## src/stream_pkg.sv

```systemverilog
/* store streamer shared definitions
   configuration layout, stream beats and memory request types */

`default_nettype none

package stream_pkg;

  localparam int unsigned data_width = 32;            // stream data width in bits
  localparam int unsigned strb_width = data_width/8;  // one strobe bit per byte
  localparam int unsigned addr_width = 32;            // byte address width
  localparam int unsigned cnt_width  = 16;            // word and line counter width

  // job description, held stable from start until done
  typedef struct packed {
    logic [addr_width-1:0] base_addr;              // start of line 0, word aligned
    logic [cnt_width-1:0]  line_stride;            // distance between line starts in bytes
    logic [cnt_width-1:0]  line_length;            // words per line incl. partial last word
    logic [cnt_width-1:0]  line_count;             // number of lines in the job
    logic [7:0]            line_length_remainder;  // valid bytes of last word, 0 means all
  } stream_cfg_t;

  // one data word with its byte strobe
  typedef struct packed {
    logic [data_width-1:0] data;  // write data
    logic [strb_width-1:0] strb;  // byte enables
  } stream_beat_t;

  // one word address from the address generator
  typedef struct packed {
    logic [addr_width-1:0] addr;  // byte address of the word
    logic                  last;  // final address of the job
  } addr_beat_t;

  // write request towards the shared memory
  typedef struct packed {
    logic [addr_width-1:0] addr;   // byte address, word aligned
    logic [data_width-1:0] wdata;  // write data
    logic [strb_width-1:0] be;     // byte enables
  } mem_req_t;

endpackage

`default_nettype wire

```

## src/addr_gen.sv

```systemverilog
/* address generator for store streams
   walks lines and words of the job and emits one word address per handshake */

`default_nettype none

module addr_gen (
  input  logic                    clk_i,
  input  logic                    rst_ni,
  input  logic                    clear_i,        // aborts the job
  input  logic                    start_i,        // one-cycle pulse while idle
  input  stream_pkg::stream_cfg_t cfg_i,
  output logic                    busy_o,
  output logic                    addr_valid_o,
  output stream_pkg::addr_beat_t  addr_beat_o,
  input  logic                    addr_ready_i
);

  import stream_pkg::*;

  logic                  busy_q;       // job in progress with addresses pending
  logic [cnt_width-1:0]  word_cnt_q;   // word index within the current line
  logic [cnt_width-1:0]  line_cnt_q;   // index of the current line
  logic [addr_width-1:0] line_base_q;  // byte address of the current line start
  logic                  last_word;    // word closes its line
  logic                  last_line;    // current line is the final one
  logic                  handshake;    // address taken this cycle

  assign last_word = (word_cnt_q == cfg_i.line_length - cnt_width'(1));
  assign last_line = (line_cnt_q == cfg_i.line_count - cnt_width'(1));
  assign handshake = addr_valid_o & addr_ready_i;

  always_ff @(posedge clk_i or negedge rst_ni) begin
    if (!rst_ni) begin
      busy_q      <= 1'b0;
      word_cnt_q  <= '0;
      line_cnt_q  <= '0;
      line_base_q <= '0;
    end else if (clear_i) begin
      busy_q      <= 1'b0;  // abort and rewind to line zero
      word_cnt_q  <= '0;
      line_cnt_q  <= '0;
      line_base_q <= '0;
    end else if (start_i && !busy_q) begin
      busy_q      <= 1'b1;             // first address valid from the next cycle
      word_cnt_q  <= '0;
      line_cnt_q  <= '0;
      line_base_q <= cfg_i.base_addr;  // line 0 starts at the base
    end else if (handshake) begin
      if (!last_word) begin
        word_cnt_q <= word_cnt_q + cnt_width'(1);  // next word in the same line
      end else if (!last_line) begin
        word_cnt_q  <= '0;
        line_cnt_q  <= line_cnt_q + cnt_width'(1);
        line_base_q <= line_base_q + addr_width'(cfg_i.line_stride);  // replaces line*stride
      end else begin
        busy_q     <= 1'b0;  // final address of the job has gone
        word_cnt_q <= '0;
        line_cnt_q <= '0;
      end
    end
  end

  assign busy_o       = busy_q;
  assign addr_valid_o = busy_q;  // one address per cycle while the sink is ready

  // the word offset is the word counter shifted by two
  assign addr_beat_o.addr = line_base_q + (addr_width'(word_cnt_q) << 2);
  assign addr_beat_o.last = last_word & last_line;

  // a new job only starts once the previous one has finished
  assert property (@(posedge clk_i) disable iff (!rst_ni)
    start_i |-> !busy_q)
    else $error("addr_gen started while busy");

endmodule

`default_nettype wire

```

## src/mem_write_join.sv

```systemverilog
/* memory write join
   pairs one address with one data beat and issues a write request, popping both on grant */

`default_nettype none

module mem_write_join (
  input  logic                     addr_valid_i,
  input  stream_pkg::addr_beat_t   addr_beat_i,
  output logic                     addr_ready_o,
  input  logic                     data_valid_i,
  input  stream_pkg::stream_beat_t data_beat_i,
  output logic                     data_ready_o,
  output logic                     mem_req_o,
  output stream_pkg::mem_req_t     mem_o,
  input  logic                     mem_gnt_i,
  output logic                     done_o         // pulses on the grant of the last address
);

  logic granted;  // write completes this cycle

  // a request needs both halves, so req never depends on the grant
  assign mem_req_o = addr_valid_i & data_valid_i;
  assign granted   = mem_req_o & mem_gnt_i;

  // payload comes straight from the two FIFO heads, stable while they wait
  assign mem_o.addr  = addr_beat_i.addr;
  assign mem_o.wdata = data_beat_i.data;
  assign mem_o.be    = data_beat_i.strb;

  // both streams advance together and only on a completed write
  assign addr_ready_o = data_valid_i & mem_gnt_i;
  assign data_ready_o = addr_valid_i & mem_gnt_i;

  assign done_o = granted & addr_beat_i.last;  // end of job seen at the memory port

endmodule

`default_nettype wire

```

## src/store_streamer.sv

```systemverilog
/* store streamer top level
   strobe generator and data FIFO on one side, address generator and FIFO on the other */

`default_nettype none

module store_streamer (
  input  logic                     clk_i,
  input  logic                     rst_ni,
  input  logic                     clear_i,     // flushes FIFOs and counters
  input  logic                     start_i,     // starts a job while idle
  input  stream_pkg::stream_cfg_t  cfg_i,       // held from start until done
  input  logic                     in_valid_i,
  input  stream_pkg::stream_beat_t in_beat_i,
  output logic                     in_ready_o,
  output logic                     mem_req_o,
  output stream_pkg::mem_req_t     mem_o,
  input  logic                     mem_gnt_i,
  output logic                     busy_o,
  output logic                     done_o
);

  import stream_pkg::*;

  logic         sg_valid;     // strobe generator to data FIFO
  stream_beat_t sg_beat;
  logic         sg_ready;
  logic         data_valid;   // data FIFO to join
  stream_beat_t data_beat;
  logic         data_ready;
  logic         ag_valid;     // address generator to address FIFO
  addr_beat_t   ag_beat;
  logic         ag_ready;
  logic         addr_valid;   // address FIFO to join
  addr_beat_t   addr_beat;
  logic         addr_ready;

  strobe_gen i_strobe_gen (
    .clk_i        (clk_i),
    .rst_ni       (rst_ni),
    .clear_i      (clear_i),
    .cfg_i        (cfg_i),
    .push_valid_i (in_valid_i),
    .push_beat_i  (in_beat_i),
    .push_ready_o (in_ready_o),
    .pop_valid_o  (sg_valid),
    .pop_beat_o   (sg_beat),
    .pop_ready_i  (sg_ready)
  );

  stream_fifo #(
    .depth     (4),
    .payload_t (stream_beat_t)
  ) i_data_fifo (
    .clk_i        (clk_i),
    .rst_ni       (rst_ni),
    .clear_i      (clear_i),
    .push_valid_i (sg_valid),
    .push_data_i  (sg_beat),
    .push_ready_o (sg_ready),
    .pop_valid_o  (data_valid),
    .pop_data_o   (data_beat),
    .pop_ready_i  (data_ready)
  );

  addr_gen i_addr_gen (
    .clk_i        (clk_i),
    .rst_ni       (rst_ni),
    .clear_i      (clear_i),
    .start_i      (start_i),
    .cfg_i        (cfg_i),
    .busy_o       (busy_o),
    .addr_valid_o (ag_valid),
    .addr_beat_o  (ag_beat),
    .addr_ready_i (ag_ready)
  );

  stream_fifo #(
    .depth     (2),
    .payload_t (addr_beat_t)
  ) i_addr_fifo (
    .clk_i        (clk_i),
    .rst_ni       (rst_ni),
    .clear_i      (clear_i),
    .push_valid_i (ag_valid),
    .push_data_i  (ag_beat),
    .push_ready_o (ag_ready),
    .pop_valid_o  (addr_valid),
    .pop_data_o   (addr_beat),
    .pop_ready_i  (addr_ready)
  );

  mem_write_join i_mem_write_join (
    .addr_valid_i (addr_valid),
    .addr_beat_i  (addr_beat),
    .addr_ready_o (addr_ready),
    .data_valid_i (data_valid),
    .data_beat_i  (data_beat),
    .data_ready_o (data_ready),
    .mem_req_o    (mem_req_o),
    .mem_o        (mem_o),
    .mem_gnt_i    (mem_gnt_i),
    .done_o       (done_o)
  );

  // a pending write holds req and payload until granted, across FIFOs and join
  assert property (@(posedge clk_i) disable iff (!rst_ni || clear_i)
    (mem_req_o && !mem_gnt_i) |=> (mem_req_o && $stable(mem_o)))
    else $error("memory request changed before grant");

endmodule

`default_nettype wire

```

## src/stream_fifo.sv

```systemverilog
/* stream FIFO with valid/ready on both sides
   circular buffer with registered output whose depth and payload type are set per instance */

`default_nettype none

module stream_fifo #(
  parameter int unsigned depth     = 2,              // number of entries which is at least 2
  parameter type         payload_t = logic [31:0]    // beat type carried through
) (
  input  logic     clk_i,
  input  logic     rst_ni,
  input  logic     clear_i,       // drops all entries
  input  logic     push_valid_i,
  input  payload_t push_data_i,
  output logic     push_ready_o,
  output logic     pop_valid_o,
  output payload_t pop_data_o,
  input  logic     pop_ready_i
);

  typedef logic [$clog2(depth)-1:0]   ptr_t;  // index into the storage array
  typedef logic [$clog2(depth+1)-1:0] cnt_t;  // occupancy from 0 up to depth

  payload_t mem_q [depth];  // storage array of the beats
  ptr_t     wr_ptr_q;       // next slot to write
  ptr_t     rd_ptr_q;       // oldest entry
  cnt_t     count_q;        // entries in use
  logic     push;
  logic     pop;

  assign push_ready_o = (count_q < cnt_t'(depth));  // free slot left
  assign pop_valid_o  = (count_q != '0);            // head holds a beat
  assign pop_data_o   = mem_q[rd_ptr_q];            // straight from the storage register

  assign push = push_valid_i & push_ready_o;  // beat accepted this cycle
  assign pop  = pop_valid_o & pop_ready_i;    // head leaves this cycle

  always_ff @(posedge clk_i or negedge rst_ni) begin
    if (!rst_ni) begin
      wr_ptr_q <= '0;
      rd_ptr_q <= '0;
      count_q  <= '0;
    end else if (clear_i) begin
      wr_ptr_q <= '0;  // empty in one edge
      rd_ptr_q <= '0;
      count_q  <= '0;
    end else begin
      if (push) begin
        wr_ptr_q <= (wr_ptr_q == ptr_t'(depth-1)) ? '0 : wr_ptr_q + ptr_t'(1);  // wrap at the end
      end
      if (pop) begin
        rd_ptr_q <= (rd_ptr_q == ptr_t'(depth-1)) ? '0 : rd_ptr_q + ptr_t'(1);
      end
      if (push && !pop) begin
        count_q <= count_q + cnt_t'(1);
      end else if (pop && !push) begin
        count_q <= count_q - cnt_t'(1);  // push and pop together keep the count
      end
    end
  end

  always_ff @(posedge clk_i) begin
    if (push) begin
      mem_q[wr_ptr_q] <= push_data_i;  // new beat goes to the write slot
    end
  end

  // a push while full or a pop while empty drives the occupancy out of range
  assert property (@(posedge clk_i) disable iff (!rst_ni)
    count_q <= cnt_t'(depth))
    else $error("stream_fifo occupancy beyond its depth");
  // the write pointer leads the read pointer by exactly the occupancy
  assert property (@(posedge clk_i) disable iff (!rst_ni)
    (int'(wr_ptr_q) == (int'(rd_ptr_q) + int'(count_q)) % depth))
    else $error("stream_fifo pointers disagree with the occupancy");

endmodule

`default_nettype wire

```

## src/strobe_gen.sv

```systemverilog
/* strobe generator for store streams
   masks the strobe of the final beat of each line by the byte remainder */

`default_nettype none

module strobe_gen (
  input  logic                     clk_i,
  input  logic                     rst_ni,
  input  logic                     clear_i,       // restarts at the first word of a line
  input  stream_pkg::stream_cfg_t  cfg_i,
  input  logic                     push_valid_i,
  input  stream_pkg::stream_beat_t push_beat_i,
  output logic                     push_ready_o,
  output logic                     pop_valid_o,
  output stream_pkg::stream_beat_t pop_beat_o,
  input  logic                     pop_ready_i
);

  import stream_pkg::*;

  logic [cnt_width-1:0]  beat_cnt_q;  // position of the next beat within its line
  logic                  last_beat;   // current beat closes a line
  logic [strb_width-1:0] rem_mask;    // low bytes kept on the final beat

  assign last_beat = (beat_cnt_q == cfg_i.line_length - cnt_width'(1));

  always_ff @(posedge clk_i or negedge rst_ni) begin
    if (!rst_ni) begin
      beat_cnt_q <= '0;
    end else if (clear_i) begin
      beat_cnt_q <= '0;
    end else if (push_valid_i && push_ready_o) begin
      beat_cnt_q <= last_beat ? '0 : beat_cnt_q + cnt_width'(1);  // wrap after line_length beats
    end
  end

  // thermometer code from the remainder, r gives the r lowest byte enables
  always_comb begin
    rem_mask = '0;
    for (int i = 0; i < strb_width; i++) begin
      rem_mask[i] = (8'(i) < cfg_i.line_length_remainder);
    end
  end

  assign pop_valid_o     = push_valid_i;      // pure pass-through handshake
  assign push_ready_o    = pop_ready_i;
  assign pop_beat_o.data = push_beat_i.data;
  assign pop_beat_o.strb = (last_beat && cfg_i.line_length_remainder != '0) ?
                           (push_beat_i.strb & rem_mask) : push_beat_i.strb;

  // a stalled input beat holds its payload, the counter relies on it
  assert property (@(posedge clk_i) disable iff (!rst_ni || clear_i)
    (push_valid_i && !push_ready_o) |=> (push_valid_i && $stable(push_beat_i)))
    else $error("strobe_gen input changed while stalled");

endmodule

`default_nettype wire

```

## config.mk

```make
export PLATFORM = sky130hd
export DESIGN_NAME = store_streamer
export DESIGN_NICKNAME = d
export VERILOG_FILES = /design/src/stream_pkg.sv /design/src/addr_gen.sv /design/src/mem_write_join.sv /design/src/store_streamer.sv /design/src/stream_fifo.sv /design/src/strobe_gen.sv
export SDC_FILE = /design/constraint.sdc
export NUM_CORES = 1
export LEC_CHECK = 0
export BUFFER_PORTS_ARGS = -buffer_cell sky130_fd_sc_hd__buf_4
export CORE_ASPECT_RATIO = 0.8
export CORE_MARGIN = 3
export CORE_UTILIZATION = 53
export DETAILED_ROUTE_END_ITERATION = 8
export GPL_TIMING_DRIVEN = 0
export PLACE_DENSITY = 0.77
export SLEW_MARGIN = 20
export SYNTH_ARGS = -nofsm -noshare
export SYNTH_HDL_FRONTEND = slang
export SYNTH_SLANG_ARGS = --single-unit
```

## constraint.sdc

```tcl
create_clock -name clk_i -period 3 [get_ports clk_i]
set_input_delay 0.15 -clock clk_i [delete_from_list [all_inputs] [get_ports clk_i]]
set_output_delay 0.15 -clock clk_i [all_outputs]
set_load 0.05 [all_outputs]
```

==> run summary, run 1 <==
DRC = 0
GRT overflow = 0
share of cells above drive strength 1 = 0.266
gr usage total = 0.261
Async SR Flop Fraction = 0.305
Post-layout nets = 1848
Syn Area/Cell = 11.8 um^2
Distinct cells, synth = 79
first-pass GRT wire length = 66300 um
Post-Syn Nets = 1521
ys flop type = edfxtp_1
final cycle utilization of the critical path = 0.987
Cell Int Power = 8.54 mW
Sink Count = 302
H-Tree Depth = 1
EDFF count, synth = 210
FF+latch area = 8610 um^2
Comb pwr share = 0.309
Total Power = 12.9 mW
sw frac = 0.337
footprint of the multi-input gates = 7350 um^2
post-DP HPWL = 30000 um
Finished Core Util = 0.692
filler cell count = 2070
initial antenna violation count = 0
Antenna Nets Post-Route = 0
highest clock rate = 338 MHz
Via Count = 12469
Cells after Synth = 1346
placed cell count = 1924
PortBufs = 194
Final Skew = 0.0217 ns
critical path startpoint category = flip-flop
Synth Warn # = 0
Pwr per Cell Area = 632 nW/um^2
largest net degree at the start of global routing = 93
drt total wl = 42800 um
mean routed wirelength per cell = 20.6 um
Final Max Slew Viols = 0
Crit Path Class = flip-flop to flip-flop
Clock Latency Late Sink = 0.57 ns
Mapped Area = 15900 um^2
core box area = 29400 um^2
CTS clk-pin slew, worst paths = 0.06 ns
placer congestion estimate = 0.940
peak supply drop = 0.522 mV
row count = 56
CP arrival = 3.39 ns
chip width = 200 um
Hold Crit Class = primary input to flip-flop
Die Area = 32100 um^2
crit end category = flip-flop
area grow syn2layout = 28.1%
P_sw = 4.33 mW
crit path max fanout = 6
endpoints failing hold = 0
clock share of power = 0.289
CTS tree = done
Pleak = 8.04 nW
Initial Util = 0.540
Antenna diodes = 0
vias in the first global route = 11999
RSZ-0062 raised after global routing = true
Seq pwr share = 0.403
minimum clock period = 2.96 ns
CTS Buffer Depth = 3
I/O Pins = 202
part of the Yosys area used for sequential elements = 0.542
max_slew headroom = 0.392
max cap viols = 0
Synth Register Bits = 302
DRT iter0 DRCs = 1202
fin cells = 2075
Initial DRT Pass Iterations = 5
Worst EP required = 3.43 ns
Root Buffer = clkbuf_16
status = finished clean
Vias/cell = 6.01
Inserted Clock Buffers = 31
# setup viols final = 0
Die Span Y = 161 um
Slew @ Worst Pin = 0.912 ns
[final cells by class]
class,instances,area share
sequential,302,0.423
multi-input combinational,948,0.361
timing repair buffer,298,0.124
clock buffer,40,0.0403
tap,377,0.0232
buffer,60,0.0142
clock inverter,18,0.00781
inverter,32,0.00602
[path summary, 6_finish.rpt]
check	cells after the start	slack, ns	startpoint	to
max	10	0.04	i_addr_gen.word_cnt_q[6]$_DFFE_PN0N_	i_addr_gen.line_base_q[30]$_DFFE_PN0P_
min	3	0.03	cfg_i[72]	i_addr_gen.line_base_q[16]$_DFFE_PN0P_
max reg2reg	10	0.04	i_addr_gen.word_cnt_q[6]$_DFFE_PN0N_	i_addr_gen.line_base_q[30]$_DFFE_PN0P_
min reg2reg	1	0.52	i_addr_gen.line_cnt_q[8]$_DFFE_PN0P_	i_addr_gen.line_cnt_q[8]$_DFFE_PN0P_
max in group asynchronous	2	2.08	rst_ni	i_addr_gen.word_cnt_q[1]$_DFFE_PN0N_
min in group asynchronous	2	0.23	rst_ni	i_strobe_gen.beat_cnt_q[9]$_DFFE_PN0P_
[kinds of logic (layout without fill, tap and decap cells)]
logic type | after synthesis | count (layout) | share of synthesized area
simple gates | 423 | 423 | 0.142
flops | 302 | 302 | 0.542
compound gates | 301 | 301 | 0.122
xor+xnor | 103 | 103 | 0.0567
buf+inv | 96 | 448 | 0.0230
mux | 75 | 75 | 0.0781
fa+ha+maj | 46 | 46 | 0.0375
[routing by layer]
layer	vias up	wire length, um	GRT usage	part of all wire
li1	5758	-	-	-
met1	6096	18400	0.387	0.43
met2	543	19700	0.401	0.46
met3	72	3580	0.0484	0.084
met4	0	1150	0.0698	0.027
met5	-	0	0	0
[cells in the mapped netlist, types with 9 or more instances]
| cell type | instances | area share |
|---|---|---|
| mux2_2 | 32 | 0.023 |
| a211oi_1 | 11 | 0.0052 |
| nor2_1 | 92 | 0.022 |
| nand2_1 | 74 | 0.017 |
| inv_1 | 32 | 0.0076 |
| nor2b_1 | 16 | 0.0063 |
| nand3_1 | 35 | 0.011 |
| xor2_1 | 39 | 0.021 |
| clkbuf_1 | 56 | 0.013 |
| o21a_1 | 9 | 0.0042 |
| nor4_1 | 19 | 0.0075 |
| and2_1 | 13 | 0.0051 |
| mux4_2 | 36 | 0.051 |
| edfxtp_1 | 210 | 0.40 |
| nor3b_1 | 14 | 0.0066 |
| or3_1 | 13 | 0.0051 |
| o21ai_0 | 78 | 0.025 |
| xnor2_1 | 64 | 0.035 |
| ha_1 | 42 | 0.033 |
| nand4_1 | 14 | 0.0055 |
| dfrtp_1 | 92 | 0.14 |
| and3_1 | 41 | 0.016 |
| nand2b_1 | 36 | 0.014 |
| nor3_1 | 26 | 0.0082 |
| a31oi_1 | 21 | 0.0083 |
| o31ai_1 | 13 | 0.0061 |
| a21o_1 | 25 | 0.012 |
| a21oi_1 | 77 | 0.024 |
[through the flow]
stage	hold WS (ns)	instance area [um^2]	worst slack [ns]	setup TNS, ns
after floorplan	-0.146	16000	-0.224	-2.79
after global placement	0.351	17900	-1.09	-87.13
after detailed placement	0.310	18000	-1.13	-73.38
after CTS	0.00712	20000	0.00365	0
after global routing	0.0335	20400	-0.0860	-0.905
final	0.0267	20400	0.0383	0
[placed cells by master, fill, tap and decap left out, types with 6 or more instances in the layout]
master,count
clkinv_1,7
o21ai_0,72
mux2i_1,7
clkbuf_2,10
nor2_1,82
edfxtp_1,210
nor3_1,22
nor4_1,13
nor2_2,8
mux4_2,36
mux2_2,32
o211ai_1,7
a21o_1,24
nor3b_1,14
inv_1,28
nand2b_1,33
a211oi_1,8
xnor2_1,61
buf_4,220
o21a_1,9
a31oi_1,20
clkbuf_1,45
nand3_1,35
and3_1,41
and2_1,8
xor2_1,37
buf_6,8
dfrtp_1,88
nand2_1,72
clkbuf_16,32
ha_1,38
o31ai_1,12
buf_12,6
nand4_1,14
a21oi_1,75
or3_1,10
nor2b_1,16
dlygate4sd3_1,68
[flip-flops by register name (all words and copies together), names as in the netlist]
name and flops:
i_addr_fifo.count_q 2, i_addr_fifo.mem_q 66, i_addr_fifo.rd_ptr_q 1, i_addr_fifo.wr_ptr_q 1
i_addr_gen.addr_valid_o 1, i_addr_gen.line_base_q 32, i_addr_gen.line_cnt_q 16, i_addr_gen.word_cnt_q 16
i_data_fifo.count_q 3, i_data_fifo.mem_q 144, i_data_fifo.rd_ptr_q 2, i_data_fifo.wr_ptr_q 2
i_strobe_gen.beat_cnt_q 16
[worst max-delay path, stage by stage (launching register included)]
cell and delay (ns):
dfrtp_2 0.45, xnor2_1 0.15, or3_1 0.33, a222oi_1 0.39
o2111ai_2 0.23, nor4_4 0.30, buf_6 0.17, buf_4 0.15
or4b_4 0.46, xor2_1 0.14, o21ai_1 0.07
[power groups by stage]
stage	clock [mW]	sequential, mW	combinational (mW)
final	3.72	5.18	3.97
after global placement	0	5.24	3.63
after floorplan	0	5.19	2.59
after detailed placement	0	5.25	3.77
after CTS	3.76	5.17	3.90
after global routing	3.94	5.21	4.23
[what timing repair did]
action	4_1_cts	5_1_grt
hold buffers	68	0
endpoints found under the setup margin	104	108
setup buffers	9	18
pin swaps	14	37
cloned	0	2
gates resized for setup	46	77
hold endpoints to repair	261	0
Note: power is estimated with default switching activity, not from simulation.
==> inputs of run 2 (changes only) <==
Settings changed: CELL_PAD_IN_SITES_DETAIL_PLACEMENT set to 2, CELL_PAD_IN_SITES_GLOBAL_PLACEMENT set to 2, CORE_UTILIZATION 53 to 35, PLACE_DENSITY 0.77 to not set, PLACE_DENSITY_LB_ADDON set to 0.1, REMOVE_ABC_BUFFERS set to 1, TNS_END_PERCENT set to 50.
==> run 2 against run 1 <==
The run now ends with setup timing left. First-iteration DRC count fell by 45%. Cell area up 4.9%. Largest cell class unchanged. Worst setup slack lost 0.089 ns. Clock skew up 0.0071 ns. Die area increased by 50%.
==> run summary, run 2 (synthesis gave the netlist of run 1 again) <==
clock share of power = 0.316 (+0.027)
Initial DRT Pass Iterations = 5 (unchanged)
Initial Util = 0.356 (-0.184)
CP startpoint = cfg_i[31]
area grow syn2layout = 34.4%
gr usage total = 0.220 (-0.0412)
RR Startpoint = i_addr_gen.word_cnt_q[0]$_DFFE_PN0N_
Final Skew = 0.0288 ns (+0.00705 ns)
highest clock rate = 328 MHz (-2.9%)
DRC = 0 (unchanged)
P_sw = 4.69 mW (+8.1%)
peak supply drop = 0.392 mV (-25%)
Final Max Slew Viols = 0 (unchanged)
Crit Path Class = primary input to flip-flop
placer congestion estimate = 0.786 (-16%)
Fin Setup TNS = -0.226 ns (-0.226 ns)
Hold Crit Class = primary input to flip-flop
Via Count = 12448 (-0.17%)
drt total wl = 53700 um (+26%)
vias in the first global route = 13585 (+13%)
core box area = 44600 um^2 (+52%)
worst setup margin = -0.0511 ns (-0.0894 ns)
max reg flops = 144 (unchanged)
initial antenna violation count = 0 (unchanged)
minimum clock period = 3.05 ns (+0.0894 ns)
most common cell after layout, fill and taps aside = buf_4
sw frac = 0.342 (+0.00492)
crit path max fanout = 7 (+1)
Sink Count = 302 (unchanged)
critical path startpoint category = primary input
Inserted Clock Buffers = 36 (+16%)
filler cell count = 4473 (+120%)
CP arrival = 3.52 ns (+0.13 ns)
Comb pwr share = 0.302 (-0.007)
Cell Int Power = 9.03 mW (+5.8%)
share of cells above drive strength 1 = 0.313 (+0.0465)
RSZ-0062 raised after global routing = true
Most flops, register = i_data_fifo.mem_q
largest net degree at the start of global routing = 93 (unchanged)
Slew @ Worst Pin = 1.03 ns (+0.119 ns)
first-pass GRT wire length = 82600 um (+25%)
Clock Latency Late Sink = 0.54 ns (-0.03 ns)
DRT iter0 DRCs = 658 (-45%)
Antenna Nets Post-Route = 0 (unchanged)
CP endpoint = i_addr_gen.line_base_q[18]$_DFFE_PN0P_
# setup viols final = 9 (+9)
final cycle utilization of the critical path = 1.02 (+0.0298)
Pwr per Cell Area = 642 nW/um^2 (+1.6%)
Vias/cell = 5.41 (-9.9%)
Seq pwr share = 0.383 (-0.020)
violated checks = setup timing
Root Buffer = clkbuf_16
biggest regs = i_data_fifo.mem_q (144), i_addr_fifo.mem_q (66), i_addr_gen.line_base_q (32)
worst-case hold slack = 0.0314 ns (+0.00465 ns)
status = complete, but fails checks
max cap viols = 0 (unchanged)
Pleak = 8.36 nW (+3.9%)
Worst R2R Path Depth = 11 (+1)
Worst EP required = 3.47 ns (+0.04 ns)
Post-layout nets = 1843 (-0.27%)
I/O Pins = 202 (unchanged)
R2R Setup Slk = 0.03 ns (about the same)
PortBufs = 201 (+3.6%)
Die Span Y = 197 um (+22%)
H-Tree Depth = 2 (+1)
max_slew headroom = 0.313 (-0.0793)
CTS tree = done
CTS Buffer Depth = 3 (unchanged)
reg-to-reg endpoint = i_addr_gen.line_base_q[26]$_DFFE_PN0P_
crit end category = flip-flop
Finished Core Util = 0.479 (-0.213)
endpoints failing hold = 0 (unchanged)
chip width = 244 um (+22%)
most frequent cells in the layout = buf_4, edfxtp_1, dfrtp_1
Die Area = 48000 um^2 (+50%)
mean routed wirelength per cell = 23.4 um (+13%)
GRT overflow = 0 (unchanged)
row count = 69 (+23%)
CTS clk-pin slew, worst paths = 0.06 ns (about the same)
post-DP HPWL = 36700 um (+22%)
[run 2: cell count changes in the layout (fill, tap and decap cells not counted), moves of 5 or more]
cell,change
ha_1,-5
dfrtp_1,-9
buf_4,+28
clkbuf_16,+5
dfrtp_2,+8
clkbuf_2,-10
buf_12,+12
clkinv_1,-5
clkbuf_1,-34
[run 2: layout make-up]
class / count / area, um^2 / share of cell area
Clock inverter: 14 / 150 / 0.00703
Multi-Input combinational cell: 949 / 7610 / 0.356
Clock buffer: 51 / 997 / 0.0467
Antenna cell: 1 / 2.50 / 0.000117
Timing Repair Buffer: 347 / 3100 / 0.145
Tap cell: 603 / 754 / 0.0353
Sequential cell: 302 / 8630 / 0.404
Inverter: 32 / 120 / 0.00562
[run 2: repair_timing]
| item | CTS | global route |
|---|---|---|
| buffers inserted | 31 | 33 |
| hold buffers | 68 | 0 |
| resized for setup | 58 | 99 |
| setup endpoints to repair | 107 | 109 |
| gates cloned | 1 | 1 |
| hold endpoints to repair | 263 | 0 |
| pin swaps | 23 | 39 |
[run 2: power groups by stage]
| stage | combinational [mW] | sequential [mW] | clock [mW] |
|---|---|---|---|
| floorplan | 2.45 | 5.28 | 0 |
| finish | 4.14 | 5.25 | 4.33 |
| detailed placement | 3.86 | 5.33 | 0 |
| global route | 4.43 | 5.31 | 4.63 |
| global placement | 3.57 | 5.39 | 0 |
| CTS | 4.04 | 5.25 | 4.44 |
[run 2: how the worst min path moves through the flow]
stage | start | end | slack, ns | cells after the start
CTS | in_beat_i[1] | i_data_fifo.mem_q[1][1]$_DFFE_PP_ | 0.01 | 2
finish | cfg_i[83] | i_addr_gen.line_base_q[27]$_DFFE_PN0P_ | 0.03 | 4
global route | cfg_i[72] | i_addr_gen.line_base_q[16]$_DFFE_PN0P_ | 0.04 | 3
global placement | in_beat_i[34] | i_data_fifo.mem_q[3][34]$_DFFE_PP_ | 0.35 | 1
floorplan | rst_ni | i_addr_fifo.count_q[0]$_DFFE_PN0P_ | -0.15 | 0
detailed placement | in_beat_i[9] | i_data_fifo.mem_q[2][9]$_DFFE_PP_ | 0.35 | 1
[run 2: through the flow]
step                      worst slack, ns  instances  total power [mW]  cell area (um^2)
after floorplan                    -0.897       1282              7.73             15700
after global placement              -2.79       2086              8.96             17900
after detailed placement            -1.74       2100              9.19             18300
after CTS                          -0.109       2264              13.7             20600
after global routing               -0.120       2298              14.4             21400
final                             -0.0511       2299              13.7             21400
[run 2: per-layer routing]
layer	wire length, um	share of wire	GRT usage
met5	0	0	0
met4	678	0.013	0.0391
met1	24700	0.46	0.310
met3	2030	0.038	0.0306
met2	26300	0.49	0.368
[run 2: worst max-delay path: stages]
cell and delay, ns:
buf_12 0.10, or4_4 0.52, or4_4 0.60, buf_6 0.15
o311ai_4 0.31, o2111ai_2 0.14, or4_4 0.58, buf_12 0.15
o21ai_4 0.23, clkbuf_16 0.21, buf_12 0.13, a21oi_1 0.08
a21oi_1 0.15
